==> src/common/mac_lb_settings.svh <==
`ifndef MAC_LB_SETTINGS_SVH
`define MAC_LB_SETTINGS_SVH

// Stream word, 64-bit XGMII-side user datapath
`define MAC_LB_DATA_W 64
`define MAC_LB_KEEP_W 8      // One enable per byte lane

// Register bus
`define MAC_LB_APB_ADDR_W 12
`define MAC_LB_APB_DATA_W 32

// Statistics counters, saturating
`define MAC_LB_CNT_W 32

`endif

==> src/common/axis_pkg.sv <==
`default_nettype none

package axis_pkg;

   `include "mac_lb_settings.svh"

   // One stream beat
   typedef logic [`MAC_LB_DATA_W-1:0] data_t;
   typedef logic [`MAC_LB_KEEP_W-1:0] keep_t;

   typedef logic [31:0] half_t;   // Four byte lanes, destination bytes 2..5

   // Where the swapper sits inside a frame
   typedef enum logic [1:0] {
      st_first  = 2'd0,   // Waiting for beat 0
      st_second = 2'd1,   // Beat 0 held, beat 1 pending
      st_rest   = 2'd2    // Payload beats
   } swap_state_e;

endpackage

`default_nettype wire

==> src/common/regs_pkg.sv <==
`default_nettype none

package regs_pkg;

   `include "mac_lb_settings.svh"

   typedef logic [`MAC_LB_APB_ADDR_W-1:0] apb_addr_t;
   typedef logic [`MAC_LB_APB_DATA_W-1:0] apb_data_t;
   typedef logic [`MAC_LB_CNT_W-1:0]      cnt_t;

   // Byte offsets of the register map
   typedef enum logic [`MAC_LB_APB_ADDR_W-1:0] {
      reg_ctrl   = 12'h000,   // Control, read/write
      reg_frames = 12'h004,   // Looped frames, read only
      reg_errors = 12'h008    // Frames with rx tuser set, read only
   } reg_addr_e;

   // Bit positions inside reg_ctrl
   typedef enum logic [4:0] {
      ctrl_swap_en = 5'd0,   // Exchange MAC addresses
      ctrl_clear   = 5'd1    // Self-clearing, zeroes both counters
   } ctrl_bit_e;

endpackage

`default_nettype wire

==> src/rtl/address_swap/xgmac_address_swap.sv <==
`timescale 1ns/1ns
`default_nettype none

module xgmac_address_swap (
   input  wire                clk,
   input  wire                rst_n,
   input  wire                swap_en,
   input  wire axis_pkg::data_t rx_tdata,
   input  wire axis_pkg::keep_t rx_tkeep,
   input  wire                rx_tlast,
   input  wire                rx_tvalid,
   output logic               rx_tready,
   output axis_pkg::data_t    tx_tdata,
   output axis_pkg::keep_t    tx_tkeep,
   output logic               tx_tlast,
   output logic               tx_tvalid,
   input  wire                tx_tready
);

   import axis_pkg::*;

   swap_state_e state;

   // Holding register, one beat deep
   data_t h_data;
   keep_t h_keep;
   logic  h_last;
   logic  h_valid;

   logic  swap_lat;   // swap_en taken at beat 0
   logic  fix_b1;     // Held beat is beat 1 of a swapped frame
   half_t dst_hi;     // Destination bytes 2..5, parked for beat 1

   logic  rx_fire;
   logic  tx_fire;

   // Held beat may go once its successor is on rx, or straight away if last
   assign tx_tvalid = h_valid && (h_last || rx_tvalid);
   assign tx_fire   = tx_tvalid && tx_tready;
   assign rx_tready = !h_valid || tx_fire;   // Room now or by the edge
   assign rx_fire   = rx_tvalid && rx_tready;

   assign tx_tkeep = h_keep;
   assign tx_tlast = h_last;

   always_comb begin
      tx_tdata = h_data;   // Pass through by default
      if (state == st_second && swap_lat) begin
         // Source (lanes 6,7 held + rx lanes 0..3), then destination bytes 0,1
         tx_tdata = {h_data[15:0], rx_tdata[31:0], h_data[63:48]};
      end else if (fix_b1) begin
         tx_tdata = {h_data[63:32], dst_hi};   // Upper lanes untouched
      end
   end

   // Frame position follows accepted rx beats
   always_ff @(posedge clk or negedge rst_n) begin
      if (!rst_n) begin
         state    <= st_first;
         swap_lat <= 1'b0;
      end else if (rx_fire) begin
         case (state)
            st_first: begin
               swap_lat <= swap_en;   // Held for whole frame
               state    <= rx_tlast ? st_first : st_second;
            end
            st_second: state <= rx_tlast ? st_first : st_rest;
            default:   state <= rx_tlast ? st_first : st_rest;
         endcase
      end
   end

   // Hold occupancy
   always_ff @(posedge clk or negedge rst_n) begin
      if (!rst_n) begin
         h_valid <= 1'b0;
         fix_b1  <= 1'b0;
      end else begin
         if (rx_fire)
            h_valid <= 1'b1;
         else if (tx_fire)
            h_valid <= 1'b0;
         // Beat 1 enters exactly as beat 0 leaves
         if (tx_fire)
            fix_b1 <= (state == st_second) && swap_lat;
      end
   end

   // Payload side
   always_ff @(posedge clk) begin
      if (rx_fire) begin
         h_data <= rx_tdata;
         h_keep <= rx_tkeep;
         h_last <= rx_tlast;
      end
      if (tx_fire && state == st_second)
         dst_hi <= h_data[47:16];   // Bytes 2..5 of destination
   end

endmodule

`default_nettype wire

==> src/rtl/frame_stats.sv <==
`timescale 1ns/1ns
`default_nettype none

module frame_stats (
   input  wire            clk,
   input  wire            rst_n,
   input  wire            rx_tvalid,
   input  wire            rx_tready,
   input  wire            rx_tlast,
   input  wire            rx_tuser,   // Bad-frame flag, valid with tlast
   input  wire            stats_clear,
   output regs_pkg::cnt_t frame_count,
   output regs_pkg::cnt_t error_count
);

   logic last_fire;
   logic frame_full;
   logic error_full;

   // End of frame seen on rx handshake
   assign last_fire = rx_tvalid && rx_tready && rx_tlast;

   // Saturation points
   assign frame_full = &frame_count;
   assign error_full = &error_count;

   always_ff @(posedge clk or negedge rst_n) begin
      if (!rst_n) begin
         frame_count <= '0;
         error_count <= '0;
      end else if (stats_clear) begin
         // Clear wins over a coincident frame end
         frame_count <= '0;
         error_count <= '0;
      end else if (last_fire) begin
         if (!frame_full)
            frame_count <= frame_count + 1'b1;
         if (rx_tuser && !error_full)
            error_count <= error_count + 1'b1;   // Flagged by MAC
      end
   end

endmodule

`default_nettype wire

==> src/rtl/apb_regs.sv <==
`timescale 1ns/1ns
`default_nettype none

module apb_regs (
   input  wire                 clk,
   input  wire                 rst_n,
   input  wire regs_pkg::apb_addr_t paddr,
   input  wire                 psel,
   input  wire                 penable,
   input  wire                 pwrite,
   input  wire regs_pkg::apb_data_t pwdata,
   output regs_pkg::apb_data_t prdata,
   output logic                pready,
   output logic                pslverr,
   input  wire regs_pkg::cnt_t frame_count,
   input  wire regs_pkg::cnt_t error_count,
   output logic                swap_en,
   output logic                stats_clear
);

   import regs_pkg::*;

   logic access;
   logic mapped;

   assign access = psel && penable;   // Access phase
   assign pready = 1'b1;              // Zero wait states

   // Read mux, valid in the access cycle
   always_comb begin
      prdata = '0;
      mapped = 1'b1;
      case (paddr)
         reg_ctrl:   prdata[ctrl_swap_en] = swap_en;   // Clear bit reads 0
         reg_frames: prdata = frame_count;
         reg_errors: prdata = error_count;
         default:    mapped = 1'b0;   // Hole in map
      endcase
   end

   assign pslverr = access && !mapped;

   // Control register
   always_ff @(posedge clk or negedge rst_n) begin
      if (!rst_n) begin
         swap_en     <= 1'b0;
         stats_clear <= 1'b0;
      end else begin
         stats_clear <= 1'b0;   // Single-cycle pulse
         if (access && pwrite && paddr == reg_ctrl) begin
            swap_en     <= pwdata[ctrl_swap_en];
            stats_clear <= pwdata[ctrl_clear];
         end
         // Counter offsets drop writes, no error
      end
   end

endmodule

`default_nettype wire

==> src/rtl/mac_loopback.sv <==
`timescale 1ns/1ns
`default_nettype none

module mac_loopback (
   input  wire                  clk,
   input  wire                  rst_n,
   // Receive stream from MAC
   input  wire axis_pkg::data_t rx_tdata,
   input  wire axis_pkg::keep_t rx_tkeep,
   input  wire                  rx_tlast,
   input  wire                  rx_tuser,
   input  wire                  rx_tvalid,
   output logic                 rx_tready,
   // Transmit stream to MAC
   output axis_pkg::data_t      tx_tdata,
   output axis_pkg::keep_t      tx_tkeep,
   output logic                 tx_tlast,
   output logic                 tx_tvalid,
   input  wire                  tx_tready,
   // APB slave
   input  wire regs_pkg::apb_addr_t paddr,
   input  wire                  psel,
   input  wire                  penable,
   input  wire                  pwrite,
   input  wire regs_pkg::apb_data_t pwdata,
   output regs_pkg::apb_data_t  prdata,
   output logic                 pready,
   output logic                 pslverr
);

   logic           swap_en;
   logic           stats_clear;   // One-cycle pulse from ctrl write
   regs_pkg::cnt_t frame_count;
   regs_pkg::cnt_t error_count;

   xgmac_address_swap i_xgmac_address_swap (
      .clk       (clk),
      .rst_n     (rst_n),
      .swap_en   (swap_en),
      .rx_tdata  (rx_tdata),
      .rx_tkeep  (rx_tkeep),
      .rx_tlast  (rx_tlast),
      .rx_tvalid (rx_tvalid),
      .rx_tready (rx_tready),
      .tx_tdata  (tx_tdata),
      .tx_tkeep  (tx_tkeep),
      .tx_tlast  (tx_tlast),
      .tx_tvalid (tx_tvalid),
      .tx_tready (tx_tready)
   );

   // Watches the same rx handshake as the swapper
   frame_stats i_frame_stats (
      .clk         (clk),
      .rst_n       (rst_n),
      .rx_tvalid   (rx_tvalid),
      .rx_tready   (rx_tready),
      .rx_tlast    (rx_tlast),
      .rx_tuser    (rx_tuser),
      .stats_clear (stats_clear),
      .frame_count (frame_count),
      .error_count (error_count)
   );

   apb_regs i_apb_regs (
      .clk         (clk),
      .rst_n       (rst_n),
      .paddr       (paddr),
      .psel        (psel),
      .penable     (penable),
      .pwrite      (pwrite),
      .pwdata      (pwdata),
      .prdata      (prdata),
      .pready      (pready),
      .pslverr     (pslverr),
      .frame_count (frame_count),
      .error_count (error_count),
      .swap_en     (swap_en),
      .stats_clear (stats_clear)
   );

endmodule

`default_nettype wire

==> config.mk <==
export PLATFORM = sky130hd
export DESIGN_NAME = mac_loopback
export DESIGN_NICKNAME = d
export VERILOG_FILES = /design/src/common/axis_pkg.sv /design/src/common/regs_pkg.sv /design/src/rtl/address_swap/xgmac_address_swap.sv /design/src/rtl/frame_stats.sv /design/src/rtl/apb_regs.sv /design/src/rtl/mac_loopback.sv
export VERILOG_INCLUDE_DIRS = /design/src /design/src/common
export SDC_FILE = /design/constraint.sdc
export NUM_CORES = 1
export LEC_CHECK = 0
export ABC_AREA = 1
export BUFFER_PORTS_ARGS = -buffer_cell sky130_fd_sc_hd__buf_2
export CORE_MARGIN = 8
export CORE_UTILIZATION = 54
export CTS_CLUSTER_DIAMETER = 120
export DETAILED_ROUTE_END_ITERATION = 8
export PLACE_DENSITY = 0.81
export SYNTH_ARGS = -nofsm -noshare
export SYNTH_HDL_FRONTEND = slang
export SYNTH_SLANG_ARGS = --single-unit
==> constraint.sdc <==
create_clock -name clk -period 4 [get_ports clk]
set_clock_uncertainty 0.05 [all_clocks]
set_input_delay 0.8 -clock clk [delete_from_list [all_inputs] [get_ports clk]]
set_output_delay 0.8 -clock clk [all_outputs]
set_load 0.01 [all_outputs]
**After elaboration in Yosys (flattened, before gate mapping)**

Cells that the tools add are included.

- Flip-flop bits (word level): 176
- Bits in latches: 0
- Bits in writable memories: 0
- ROM bits: 0
- Input bits: 125
- Logic and storage cells: 62
- Memories: 0

- Add/subtract/negate cells: 2
- $mul: 0
- Div/mod/pow operators: 0
- Order comparisons: 0
- Equal/unequal tests: 4
- Shift-type cells: 0
- Mux-type cells: 17
- Bitwise logic cells: 0
- Reduce and logical (&&, ||, !) cells: 27

Operators by type and width:

| cell | number |
|---|---|
| 32-bit 2-to-1 mux | 7 |
| 32-bit by 1-bit adder with 32-bit output, second input constant | 2 |
| 64-bit 2-to-1 mux | 1 |
| 32-bit AND reduction | 2 |
| 31-bit case mux with 2 select lines | 1 |
| 12-bit by 3-bit equality test with 1-bit output, second input constant | 1 |
| 12-bit by 4-bit equality test with 1-bit output, second input constant | 1 |
| 12-bit logical NOT | 1 |
| 1-bit logical AND | 11 |
| 2-bit AND reduction | 3 |
| 2-bit nonzero test | 3 |
| 1-bit 2-to-1 mux | 5 |
| 2-bit 2-to-1 mux | 2 |
| 1-bit logical NOT | 3 |
| 1-bit case mux with 3 select lines | 1 |
| 3-bit OR reduction | 1 |
| 2-bit by 1-bit equality test with 1-bit output, second input constant | 1 |
| 2-bit logical NOT | 1 |
| 1-bit logical OR | 2 |
| 2-bit by 1-bit != test with 1-bit output, second input constant | 1 |

**Depth between registers and ports, before layout**

- Word-level depth: 8
- Gate-level depth with buffers: 11
- Depth with buffers taken out: 11

**Hierarchy**

From an unflattened synthesis, not the netlist that was laid out.

- Cells, all modules: 1211
- Area total of the unflattened synthesis: 9982.1 um^2

By module, submodules not included:

| module | times used | cells an instance | area each (um^2) | seq. area each (um^2) |
|---|---|---|---|---|
| xgmac_address_swap | 1 | 366 | 4649.5 | 3278.1 |
| frame_stats | 1 | 702 | 4500.6 | 1601.5 |
| apb_regs | 1 | 143 | 832.0 | 50.0 |

**Worst setup path after synthesis**

Ideal clock, no wire load.

- Kind: input -> register
- Start: input port rx_tvalid
- End: register i_xgmac_address_swap.dst_hi[0], enable pin
- Data arrival time: 3.396 ns
- Setup slack: 0.093 ns
- Stages on the path: 4
- Path buffers: 0
- Cells stage by stage: nor2_1 -> nor2_1 -> nand2_1 -> nor3_1

- Longest elaborated chain between the ends: 4

RTL lines:

| item | line | source |
|---|---|---|
| from (decl) | mac_loopback.sv:12 | `input wire rx_tvalid,` |
| 1-bit logical OR | xgmac_address_swap.sv:38 | `assign tx_tvalid = h_valid && (h_last \|\| rx_tvalid);` |
| 1-bit logical AND | xgmac_address_swap.sv:38 |  |
| net tx_tvalid | mac_loopback.sv:18 | `output logic tx_tvalid,` |
| 1-bit logical AND | xgmac_address_swap.sv:39 | `assign tx_fire = tx_tvalid && tx_tready;` |
| 1-bit logical AND | xgmac_address_swap.sv:96 | `if (tx_fire && state == st_second)` |
| to (signal assigned) | xgmac_address_swap.sv:97 | `dst_hi <= h_data[47:16];` |
| to (decl) | xgmac_address_swap.sv:32 | `half_t dst_hi;` |

The timed path passes the listed nets, and every way through them passes these cells.
A chain may end at the register's enable or synchronous reset.

**Final worst setup path**

- Start: input port paddr[1]
- End: output port prdata[18]

- Longest elaborated chain between the ends: 2

RTL lines:

| item | line | source |
|---|---|---|
| from (decl) | mac_loopback.sv:21 | `input wire regs_pkg::apb_addr_t paddr,` |
| 12-bit by 4-bit equality test with 1-bit output / 12-bit by 3-bit equality test with 1-bit output (equally long branches) | apb_regs.sv:33 | `case (paddr)` |
| 31-bit case mux with 2 select lines * | apb_regs.sv:33 |  |
| to (decl) | mac_loopback.sv:26 | `output regs_pkg::apb_data_t prdata,` |

Mark *: on every way between the ends. The rest lies on a longest branch, timed or not.

==> impl_metrics.toml <==
[power_and_ir_drop]
p_leak_uw = 0.00488
finalPower_uw = 4170
ir_drop_mv = 0.298
powerDensity_nw_per_um2 = 376

[global_routing]
met2_usage_pct = 38.3
grt_pass1_wl_um = 40500
use_met1_pct = 29.4
grt_use_met3_pct = 5.20
antenna_found_initial = 0
grt_pass1_vias = 7898
grt_max_degree = 75
gr-max-usage-layer = "met2"
overflow = 0
grt_use_total_pct = 23.2

[timing]
finalCriticalPeriod_ns = 3.32
holdWs_ns = 0.387
setup_slack_ns = 0.676
finalSetupTns_ns = 0
slew_headroom_pct = 28.5
slew_violations = 0
rsz0062_at_grt = "no"
tightest_slew_ns = 1.07
finalHoldViolations = 0
finalSetupViolCount = 0
finalCritPeriodShare_pct = 83.1
fmax_mhz = 301

[hold_path]
hold_path_class = "flip-flop to flip-flop"

[finish]
fill_cells = 1420
insertedDiodeCount = 0
final_common_cell = "nand2_1"
final_cell_area_um2 = 11100
layout_common_cells = "376 x nand2_1, 202 x buf_2, 132 x nor2_1"
drive_gt1_share_pct = 21.4
nNetsFinal = 1459
area_delta_synth_final_pct = 18.5

[worst_setup_path]
required_ns = 3.15
critical_path_class = "input port to output port"
critPathTopFamily = "simple AND/OR/NAND/NOR gates"
path_cells = "buf_2, or2_2, nor3b_1, nand2_1, buf_4, o22ai_1, buf_2"
reg2reg_slack_ns = 1.48
crit_path_frequent_cell = "buf_2"
critical_path.startpoint_type = "input port"
max_stage_delay_ns = 0.33
worstPathArrival_ns = 2.47
cp_slowest_cell = "nand2_1"
path_buf_inv = 3
worstPathMaxFanout = 14
worstSetupEndpointType = "output port"

[cts]
numCtsBuffers = 17
cts_resized = 0
h-tree-depth = 4
postCtsHoldBufs = 0
cts_tree = "built"
cts.root.buffer_cell = "clkbuf_16"
post_cts_buffers = 0
clockBufferDepth = 2
clock_latency_ns = 0.44
path_clk_slew_ns = 0.07
clock-sinks = 176

[placed_design]
dp_hpwl_um = 19100
gp_congestion = 0.969
placed_area_um2 = 10500
pre_cts_ws_ns = 0.773
port_buffers = 202

[synth]
ys_seq_area_share_pct = 52.6
ys.flop_type = "edfxtp_1"
synth_compound_area_share_pct = 8.68
synthAdderAreaFrac_pct = 0.267
synth.distinct_cells = 37
syn_area_um2 = 9370
synth_area_leader_cell = "edfxtp_1"
postSynthAreaPerCell_um2 = 8.18
post_synth_and_or_nand_nor_area_fraction_pct = 28.2
synthMuxAreaShare_pct = 2.04
synth_edf_count = 105
ys_warn_count = 0
synth_top_family_by_area = "simple AND/OR/NAND/NOR gates"
ys_ff_latch = 176
synth_xor_area_share_pct = 1.03
yosys-top-cells-area = "edfxtp_1 34%, dfrtp_1 19%, nand2_1 15%"
synth_top_cell_area_share_pct = 33.7
syn-num-nets = 1272
synthArstFlopShare_pct = 40.3
syn_inst = 1145

[die]
dieHeight_um = 148
ios = 234
die_area_um2 = 21800
die_x_um = 148
start_util_pct = 54.7
core_area_um2 = 17100
core.rowCount = 48

[drt]
antenna_left = 0
dr.pass1.iters = 5
totalWireLength_um = 26000
drt-wirelength-per-cell_um = 16.5
drc = 0
vias = 8538
vias_per_cell = 5.44
drt_first_iter_violations = 736

[outcome]
outcome = "completed"

[job]
cap_violations = 0
-- routing by layer --
layer | up-vias | share of wire, %
li1 | 4145 | -
met1 | 3925 | 41
met2 | 422 | 48
met3 | 46 | 9.1
met4 | 0 | 2.3
met5 | - | 0
-- synthesized netlist by cell type, drive strengths merged (2+ instances only) --
| library cell | count |
|---|---|
| nor3 | 4 |
| clkbuf | 27 |
| nand2 | 383 |
| o21ai | 80 |
| mux2 | 17 |
| ha | 2 |
| edfxtp | 105 |
| dfrtp | 71 |
| xor2 | 9 |
| nor3b | 3 |
| o211ai | 2 |
| xnor2 | 2 |
| inv | 111 |
| nor2 | 143 |
| a31oi | 32 |
| nand4 | 3 |
| nand3 | 100 |
| a21oi | 5 |
| buf | 18 |
| o22ai | 22 |
-- cell families (layout without fill, tap and decap cells) --
group,count (synthesis),count (layout)
other cells,1,1
flops,176,176
fa+ha+maj,2,2
mux,17,17
simple gates,637,637
compound gates,144,144
xor+xnor,11,11
buf+inv,157,356
-- worst reg2reg max path: cells and delay by family, from the launching register on --
kind                     cells  cell delay, ns
adder cells (fa/ha/maj)      1            0.24
flip-flops                   1            0.45
AND/OR/NAND/NOR              9            1.71
-- stage by stage --
stage / cells / util [%]
final: 1569 / 64.9
after floorplan: 1145 / -
after detailed placement: 1538 / 61.5
after global routing: 1569 / 64.9
after global placement: 1538 / 61.5
after CTS: 1569 / 64.9
-- where the power goes --
part           leakage [uW]  internal [uW]  total, uW  switching [uW]
Sequential          0.00196           2060       2150            82.2
Combinational       0.00264            158        426             269
Clock              0.000275            827       1600             773
Total               0.00488           3050       4170            1120
-- state kept, by name, indices dropped and copies added (netlist names) --
register,cells
i_apb_regs.stats_clear,1
i_apb_regs.swap_en,1
i_frame_stats.error_count,32
i_frame_stats.frame_count,32
i_xgmac_address_swap.dst_hi,32
i_xgmac_address_swap.fix_b1,1
i_xgmac_address_swap.h_data,64
i_xgmac_address_swap.h_valid,1
i_xgmac_address_swap.state,2
i_xgmac_address_swap.swap_lat,1
i_xgmac_address_swap.tx_tkeep,8
i_xgmac_address_swap.tx_tlast,1
-- path summary, 6_finish.rpt --
path / cells after the start / start / end
min reg2reg: 0 / i_xgmac_address_swap.h_data[43]$_DFFE_PN_ / i_xgmac_address_swap.dst_hi[27]$_DFFE_PP_
max reg2reg: 10 / i_frame_stats.error_count[1]$_DFFE_PN0P_ / i_frame_stats.error_count[22]$_DFFE_PN0P_
max in group asynchronous: 2 / rst_n / i_frame_stats.frame_count[25]$_DFFE_PN0P_
min in group asynchronous: 1 / rst_n / i_frame_stats.error_count[14]$_DFFE_PN0P_
min: 0 / i_xgmac_address_swap.h_data[43]$_DFFE_PN_ / i_xgmac_address_swap.dst_hi[27]$_DFFE_PP_
max: 7 / paddr[1] / prdata[18]
-- final cells by class --
type / count / area [um^2] / share of cell area [%]
multi-input cells: 812 / 3790 / 34.2
well taps: 225 / 282 / 2.54
clock inverters: 14 / 148 / 1.33
flip-flops and latches: 176 / 4930 / 44.4
repair buffers: 213 / 1110 / 9.96
clock buffers: 17 / 425 / 3.83
inverters: 112 / 420 / 3.79
(Power assumes the default switching activity.)
